$ cat config.mk
export PLATFORM = sky130hd
export DESIGN_NAME = control_unit
export DESIGN_NICKNAME = d
export VERILOG_FILES = /design/src/logic/isa_pkg.sv /design/src/logic/ctrl_pkg.sv /design/src/logic/state_sequencer.sv /design/src/logic/control_word_decoder.sv /design/src/logic/control_unit.sv
export SDC_FILE = /design/constraint.sdc
export NUM_CORES = 1
export LEC_CHECK = 0
export BUFFER_PORTS_ARGS = -buffer_cell sky130_fd_sc_hd__clkbuf_2
export CAP_MARGIN = 20
export CORE_MARGIN = 2
export CORE_UTILIZATION = 46
export DETAILED_ROUTE_END_ITERATION = 12
export MAX_ROUTING_LAYER = met4
export PLACE_DENSITY = 0.8
export RECOVER_POWER = 100
export SYNTH_ARGS = -nofsm -noshare
export SYNTH_HDL_FRONTEND = slang
export SYNTH_SLANG_ARGS = --single-unit
$ cat constraint.sdc
create_clock -name clk -period 1.93 [get_ports clk]
set_input_delay 0.4825 -clock clk [delete_from_list [all_inputs] [get_ports clk]]
set_output_delay 0.4825 -clock clk [all_outputs]
set_load 0.01 [all_outputs]
$ cat src/logic/isa_pkg.sv
package isa_pkg;

    ////////////////////////////////////////////////////////////////////////////
    // major opcode field, bits [6:0] of the instruction word
    ////////////////////////////////////////////////////////////////////////////

    localparam int opcode_width = 7;

    typedef logic [opcode_width-1:0] opcode_t;

    // loads and stores
    localparam opcode_t op_load   = 7'b0000011;  // lb, lh, lw, lbu, lhu
    localparam opcode_t op_store  = 7'b0100011;  // sb, sh, sw

    // arithmetic and logic
    localparam opcode_t op_rtype  = 7'b0110011;  // register-register
    localparam opcode_t op_itype  = 7'b0010011;  // register-immediate

    // control transfer
    localparam opcode_t op_jal    = 7'b1101111;
    localparam opcode_t op_branch = 7'b1100011;  // beq, bne, blt, bge, ...
    localparam opcode_t op_jalr   = 7'b1100111;

    // upper immediates
    localparam opcode_t op_auipc  = 7'b0010111;
    localparam opcode_t op_lui    = 7'b0110111;

    // csr access; ecall and ebreak share this opcode
    localparam opcode_t op_system = 7'b1110011;

endpackage

$ cat src/logic/ctrl_pkg.sv
package ctrl_pkg;

    ////////////////////////////////////////////////////////////////////////////
    // FSM states
    ////////////////////////////////////////////////////////////////////////////

    typedef enum logic [5:0] {
        fetch       = 6'd0,
        decode      = 6'd1,
        mem_addr    = 6'd2,
        mem_read    = 6'd3,
        mem_wb      = 6'd4,
        mem_write   = 6'd5,
        execute_r   = 6'd6,
        alu_wb      = 6'd7,
        execute_i   = 6'd8,
        jal         = 6'd9,
        branch      = 6'd10,
        jalr        = 6'd11,
        auipc       = 6'd12,
        lui         = 6'd13,
        jalr_target = 6'd14,
        execute_csr = 6'd15
    } state_t;

    ////////////////////////////////////////////////////////////////////////////
    // datapath mux selects
    ////////////////////////////////////////////////////////////////////////////

    typedef enum logic [1:0] {
        addr_pc    = 2'b00,
        addr_saved = 2'b10     // address latched by save_address
    } addr_sel_t;

    typedef enum logic [1:0] {
        alu_add     = 2'b00,
        alu_compare = 2'b01,   // branch condition
        alu_funct   = 2'b10    // operation from funct3/funct7
    } alu_op_t;

    typedef enum logic [2:0] {
        a_pc     = 3'b000,
        a_rs1    = 3'b001,
        a_old_pc = 3'b010,     // pc of the instruction being executed
        a_zero   = 3'b011
    } src_a_t;

    typedef enum logic [2:0] {
        b_rs2  = 3'b000,
        b_four = 3'b001,
        b_imm  = 3'b010
    } src_b_t;

    typedef enum logic [2:0] {
        wb_alu = 3'b000,
        wb_mem = 3'b001,
        wb_csr = 3'b010
    } wb_sel_t;

    ////////////////////////////////////////////////////////////////////////////
    // control word to the datapath
    ////////////////////////////////////////////////////////////////////////////

    typedef struct packed {
        logic      pc_write;
        logic      pc_write_cond;
        logic      pc_source;         // 1 selects the alu result register
        logic      ir_write;
        logic      reg_write;
        logic      memory_read;
        logic      memory_write;
        logic      is_immediate;
        logic      csr_write_enable;
        logic      save_address;
        addr_sel_t address_select;
        alu_op_t   alu_op;
        src_a_t    alu_src_a;
        src_b_t    alu_src_b;
        wb_sel_t   memory_to_reg;
    } ctrl_word_t;

    localparam ctrl_word_t idle_word = '{
        pc_write:         1'b0,
        pc_write_cond:    1'b0,
        pc_source:        1'b0,
        ir_write:         1'b0,
        reg_write:        1'b0,
        memory_read:      1'b0,
        memory_write:     1'b0,
        is_immediate:     1'b0,
        csr_write_enable: 1'b0,
        save_address:     1'b0,
        address_select:   addr_pc,
        alu_op:           alu_add,
        alu_src_a:        a_pc,
        alu_src_b:        b_rs2,
        memory_to_reg:    wb_alu
    };

endpackage

$ cat src/logic/state_sequencer.sv
`timescale 1ns/1ps

module state_sequencer (
    input  logic              clk,
    input  logic              reset,
    input  logic              memory_response,
    input  isa_pkg::opcode_t  instruction_opcode,
    output ctrl_pkg::state_t  state,
    output logic              fetch_accept
);

    ctrl_pkg::state_t next_state;

    assign fetch_accept = (state == ctrl_pkg::fetch) && memory_response;

    always_ff @(posedge clk) begin
        if (reset) begin
            state <= ctrl_pkg::fetch;
        end else begin
            state <= next_state;
        end
    end

    ////////////////////////////////////////////////////////////////////////////
    // next state
    ////////////////////////////////////////////////////////////////////////////

    always_comb begin
        next_state = ctrl_pkg::fetch;
        case (state)
            ctrl_pkg::fetch: begin
                if (fetch_accept) begin
                    next_state = ctrl_pkg::decode;
                end else begin
                    next_state = ctrl_pkg::fetch;    // wait for the instruction
                end
            end
            ctrl_pkg::decode: begin
                case (instruction_opcode)
                    isa_pkg::op_load:   next_state = ctrl_pkg::mem_addr;
                    isa_pkg::op_store:  next_state = ctrl_pkg::mem_addr;
                    isa_pkg::op_rtype:  next_state = ctrl_pkg::execute_r;
                    isa_pkg::op_itype:  next_state = ctrl_pkg::execute_i;
                    isa_pkg::op_jal:    next_state = ctrl_pkg::jal;
                    isa_pkg::op_branch: next_state = ctrl_pkg::branch;
                    isa_pkg::op_jalr:   next_state = ctrl_pkg::jalr_target;
                    isa_pkg::op_auipc:  next_state = ctrl_pkg::auipc;
                    isa_pkg::op_lui:    next_state = ctrl_pkg::lui;
                    isa_pkg::op_system: next_state = ctrl_pkg::execute_csr;
                    default:            next_state = ctrl_pkg::fetch;  // unknown opcode
                endcase
            end
            ctrl_pkg::mem_addr: begin
                // only loads and stores get here
                if (instruction_opcode == isa_pkg::op_load) begin
                    next_state = ctrl_pkg::mem_read;
                end else begin
                    next_state = ctrl_pkg::mem_write;
                end
            end
            ctrl_pkg::mem_read: begin
                if (memory_response) begin
                    next_state = ctrl_pkg::mem_wb;
                end else begin
                    next_state = ctrl_pkg::mem_read;
                end
            end
            ctrl_pkg::mem_write: begin
                if (memory_response) begin
                    next_state = ctrl_pkg::fetch;
                end else begin
                    next_state = ctrl_pkg::mem_write;
                end
            end
            ctrl_pkg::execute_r:   next_state = ctrl_pkg::alu_wb;
            ctrl_pkg::execute_i:   next_state = ctrl_pkg::alu_wb;
            ctrl_pkg::jal:         next_state = ctrl_pkg::alu_wb;   // link rd = old pc + 4
            ctrl_pkg::jalr_target: next_state = ctrl_pkg::jalr;
            ctrl_pkg::jalr:        next_state = ctrl_pkg::alu_wb;
            ctrl_pkg::auipc:       next_state = ctrl_pkg::alu_wb;
            ctrl_pkg::lui:         next_state = ctrl_pkg::alu_wb;
            ctrl_pkg::mem_wb:      next_state = ctrl_pkg::fetch;
            ctrl_pkg::alu_wb:      next_state = ctrl_pkg::fetch;
            ctrl_pkg::branch:      next_state = ctrl_pkg::fetch;
            ctrl_pkg::execute_csr: next_state = ctrl_pkg::fetch;
            default:               next_state = ctrl_pkg::fetch;
        endcase
    end

endmodule

$ cat src/logic/control_word_decoder.sv
`timescale 1ns/1ps

module control_word_decoder (
    input  ctrl_pkg::state_t    state,
    input  logic                fetch_accept,
    output ctrl_pkg::ctrl_word_t ctrl
);

    always_comb begin
        ctrl = ctrl_pkg::idle_word;
        case (state)
            ////////////////////////////////////////////////////////////////////
            // instruction fetch and decode
            ////////////////////////////////////////////////////////////////////
            ctrl_pkg::fetch: begin
                ctrl.memory_read    = 1'b1;
                ctrl.address_select = ctrl_pkg::addr_pc;
                ctrl.alu_src_b      = ctrl_pkg::b_four;    // pc + 4
                if (fetch_accept) begin
                    ctrl.pc_write = 1'b1;
                    ctrl.ir_write = 1'b1;
                end
            end
            ctrl_pkg::decode: begin
                // branch target computed early, used by branch state
                ctrl.alu_src_a = ctrl_pkg::a_old_pc;
                ctrl.alu_src_b = ctrl_pkg::b_imm;
            end

            ////////////////////////////////////////////////////////////////////
            // memory access
            ////////////////////////////////////////////////////////////////////
            ctrl_pkg::mem_addr: begin
                ctrl.alu_src_a    = ctrl_pkg::a_rs1;
                ctrl.alu_src_b    = ctrl_pkg::b_imm;
                ctrl.save_address = 1'b1;              // latch rs1 + imm
            end
            ctrl_pkg::mem_read: begin
                ctrl.memory_read    = 1'b1;
                ctrl.address_select = ctrl_pkg::addr_saved;
            end
            ctrl_pkg::mem_write: begin
                ctrl.memory_write   = 1'b1;
                ctrl.address_select = ctrl_pkg::addr_saved;
            end
            ctrl_pkg::mem_wb: begin
                ctrl.reg_write     = 1'b1;
                ctrl.memory_to_reg = ctrl_pkg::wb_mem;
            end

            ////////////////////////////////////////////////////////////////////
            // alu, jumps and branches
            ////////////////////////////////////////////////////////////////////
            ctrl_pkg::execute_r: begin
                ctrl.alu_src_a = ctrl_pkg::a_rs1;
                ctrl.alu_op    = ctrl_pkg::alu_funct;
            end
            ctrl_pkg::execute_i: begin
                ctrl.alu_src_a    = ctrl_pkg::a_rs1;
                ctrl.alu_src_b    = ctrl_pkg::b_imm;
                ctrl.alu_op       = ctrl_pkg::alu_funct;
                ctrl.is_immediate = 1'b1;
            end
            ctrl_pkg::alu_wb: begin
                ctrl.reg_write = 1'b1;                  // rd from alu result
            end
            ctrl_pkg::jal: begin
                ctrl.alu_src_a = ctrl_pkg::a_old_pc;
                ctrl.alu_src_b = ctrl_pkg::b_four;
                ctrl.pc_write  = 1'b1;
                ctrl.pc_source = 1'b1;                  // target from decode
            end
            ctrl_pkg::branch: begin
                ctrl.alu_src_a     = ctrl_pkg::a_rs1;
                ctrl.alu_op        = ctrl_pkg::alu_compare;
                ctrl.pc_write_cond = 1'b1;
                ctrl.pc_source     = 1'b1;
            end
            ctrl_pkg::jalr_target: begin
                ctrl.alu_src_a = ctrl_pkg::a_rs1;
                ctrl.alu_src_b = ctrl_pkg::b_imm;
            end
            ctrl_pkg::jalr: begin
                ctrl.alu_src_a    = ctrl_pkg::a_old_pc;
                ctrl.alu_src_b    = ctrl_pkg::b_four;
                ctrl.pc_write     = 1'b1;
                ctrl.pc_source    = 1'b1;
                ctrl.is_immediate = 1'b1;               // clears bit 0 of the target
            end
            ctrl_pkg::auipc: begin
                ctrl.alu_src_a = ctrl_pkg::a_old_pc;
                ctrl.alu_src_b = ctrl_pkg::b_imm;
            end
            ctrl_pkg::lui: begin
                ctrl.alu_src_a = ctrl_pkg::a_zero;
                ctrl.alu_src_b = ctrl_pkg::b_imm;
            end
            ctrl_pkg::execute_csr: begin
                ctrl.reg_write        = 1'b1;
                ctrl.memory_to_reg    = ctrl_pkg::wb_csr;   // old csr value to rd
                ctrl.csr_write_enable = 1'b1;
            end
            default: begin
                ctrl = ctrl_pkg::idle_word;
            end
        endcase
    end

endmodule

$ cat src/logic/control_unit.sv
`timescale 1ns/1ps

module control_unit (
    input  logic                 clk,
    input  logic                 reset,
    input  logic                 memory_response,
    input  isa_pkg::opcode_t     instruction_opcode,
    output ctrl_pkg::ctrl_word_t ctrl
);

    ctrl_pkg::state_t state;
    logic             fetch_accept;   // instruction accepted this cycle

    ////////////////////////////////////////////////////////////////////////////
    // FSM state register and next-state logic
    ////////////////////////////////////////////////////////////////////////////

    state_sequencer sequencer0 (
        .clk                (clk),
        .reset              (reset),
        .memory_response    (memory_response),
        .instruction_opcode (instruction_opcode),
        .state              (state),
        .fetch_accept       (fetch_accept)
    );

    ////////////////////////////////////////////////////////////////////////////
    // per-state control word
    ////////////////////////////////////////////////////////////////////////////

    control_word_decoder decoder0 (
        .state        (state),
        .fetch_accept (fetch_accept),
        .ctrl         (ctrl)
    );

endmodule

==> results by group <==
Finish
  • Flip-flop and latch area: 88.8 sq um
  • Multi-input gate area: 554 sq um
  • Nets: 141
  • Share of layout cells above drive strength 1: 0.318
  • Top Registers: sequencer0.state: 4 flops
  • Finished Core Util: 0.588
  • Fin area: 876 sq um
  • Final cell count without fillers: 145
  • Fillers: 146
  • Number of flip-flops in the largest register: 4
  • Ant diodes: 0
  • Largest Register: sequencer0.state
  • Area Growth Syn to Fin: 19.9%

Yosys
  • Leading area contributor after synthesis: dfxtp_1
  • Top cell type's share of synthesized area: 0.110
  • Post-synthesis cell count: 105
  • Commonest cells post-synth: 11 x nor2_1, 8 x nand2_1, 8 x nand2b_1
  • Post-synth EDFFs: 0
  • Yosys reg bits: 4
  • Post-Synthesis Cell Area: 731 sq um
  • Synth Flop Type: dfxtp_1
  • Post-synthesis cell type count: 43
  • Part of the Yosys area used for sequential elements: 0.110
  • Most instantiated library cell after synthesis: nor2_1
  • Warnings, synthesis: 0
  • Top cells by area, synth: dfxtp_1 11%, nand2b_1 6.8%, buf_4 6.2%, nor2_1 5.7%, a21oi_1 4.8%
  • Post-Syn Area per Cell: 6.96 sq um
  • Ys async rst share: 0

Worst setup path
  • Req. time, crit path: 1.45 ns
  • Crit end category: output pin
  • R2R depth: 5
  • Crit path kind: reg2out
  • CP max FO: 13
  • Data arrival time of the worst path: 1.41 ns
  • Setup crit start kind: flop

Power and ir drop
  • P per Cell Area: 343 nW/um^2
  • Peak supply drop: 137 uV
  • Leak: 0.386 nW

Timing
  • Period utilization: 0.982
  • RSZ-0062 raised after global routing: false
  • Endpoints failing hold: 0
  • Fmax: 528 MHz
  • Period minus WS final: 1.89 ns
  • Pins Over Slew Limit: 0
  • Worst setup margin: 0.0353 ns
  • Clock skew: 0.00485 ns
  • Final setup viols: 0
  • Setup TNS: 0 ns

Floorplanning
  • Die X-Extent: 43.9 microns
  • Die ar.: 1920 sq um
  • # rows: 14
  • Ports: 33
  • Die height: 43.9 microns
  • Total core area: 1490 sq um
  • Initial Util: 0.491

Clock network
  • Post-CTS Hold Buffers: 0
  • H-tree depth: 1
  • Clock Tree Buf Depth: 2
  • Clock slew seen by the registers of the worst setup and hold paths: 0.04 ns
  • Post-CTS sizing: 4
  • Cts bufs inserted: 3
  • Clock sink count: 4
  • CTS tree: done
  • Clk root buf: clkbuf_4
  • Number of setup buffers added after CTS: 0
  • Worst-Skew Late Latency: 0.24 ns

GRT
  • Global-route wire length before repair: 2910 microns
  • Vias in the first global route: 723
  • Largest net degree at the start of global routing: 17
  • Initial antenna violation count: 0
  • Total track usage: 0.207
  • Grt total ovfl: 0

Placement
  • Placed cell count: 142
  • Final HPWL DP: 1400 microns
  • Port Buffers: 28
  • Placed Area: 858 sq um
  • Pre-CTS setup slack: 0.136 ns
  • Gpl congestion: 0.868

Hold path
  • Worst min path class: in2reg
  • Hold depth: 2

Route
  • Pre-antenna DRT Iters: 4
  • Remaining routing DRC violations: 0
  • DR iter-0 viols: 38
  • Vias per inst: 5.63
  • DRT antenna net count: 0
  • Detailed Route WL: 1800 microns
  • Wire per inst: 12.4 microns
  • Vias: 817

Run status
  • Status: finished, final reports clean

Job
  • Max-cap violations: 0
## logic make-up after synthesis
| logic type | Yosys count | share of synthesized area |
|---|---|---|
| muxes | 1 | 0.0137 |
| other | 1 | 0.00513 |
| DFF | 4 | 0.110 |
| AOI/OAI and AO/OA | 26 | 0.238 |
| xor gates and xnor gates | 2 | 0.0240 |
| buffers and inverters | 20 | 0.142 |
| and+or+nand+nor | 51 | 0.467 |
## layout make-up
cell class / count / share of cell area
clock buffers: 3 / 0.0257
inverters: 4 / 0.0171
multi-input cells: 84 / 0.633
flip-flops and latches: 4 / 0.101
well taps: 16 / 0.0229
repair buffers: 34 / 0.200
## worst paths after layout
path	startpoint	end	slack, ns
max reg2reg	sequencer0.state[1]	sequencer0.state[2]	0.25
max	sequencer0.state[2]	ctrl[13]	0.04
min	reset	sequencer0.state[3]	0.48
min reg2reg	sequencer0.state[2]	sequencer0.state[3]	0.61
## cell usage in the layout, fill, tap and decap left out, drive strengths merged
master   count
a211oi       1
xor2         1
inv          4
and4b        1
nand2        8
o21ai        4
and2         1
nor3b        1
or4bb        1
or4b         2
nor2b        1
mux2i        1
buf          6
nor4b        2
xnor2        1
a21o         1
dfxtp        4
conb         4
o22ai        4
a21boi       1
a31oi        1
nand2b       9
nand3        3
a311oi       1
a31o         2
o22a         1
o21a         1
clkbuf      31
nor3         4
nand4bb      1
a21oi        7
a22oi        1
nor2        11
o32ai        1
nand3b       2
and3         4
## worst max-delay path: stages, from the launching register on
cell,delay [ns]
dfxtp_4,0.38
or4b_1,0.59
inv_1,0.08
clkbuf_2,0.12
## report_power, final
part / switching (W) / internal (W)
Sequential: 0.00000847 / 0.0000841
Clock: 0.0000352 / 0.0000696
Combinational: 0.0000569 / 0.0000465
## routing by layer
metal | track usage | vias up | share of wire
met3 | 0.0292 | 6 | 0.049
met5 | - | - | 0
li1 | - | 409 | -
met2 | 0.318 | 31 | 0.49
met4 | 0.127 | 0 | 0.025
met1 | 0.252 | 371 | 0.44
## through the flow
| step | hold WS [ns] | total power [W] |
|---|---|---|
| after floorplan | 0.600 | 0.000172 |
| after global placement | 0.696 | 0.000197 |
| after detailed placement | 0.711 | 0.000200 |
| after CTS | 0.482 | 0.000306 |
| after global routing | 0.491 | 0.000319 |
| final | 0.484 | 0.000301 |
Note: power is estimated with default switching activity, not from simulation.
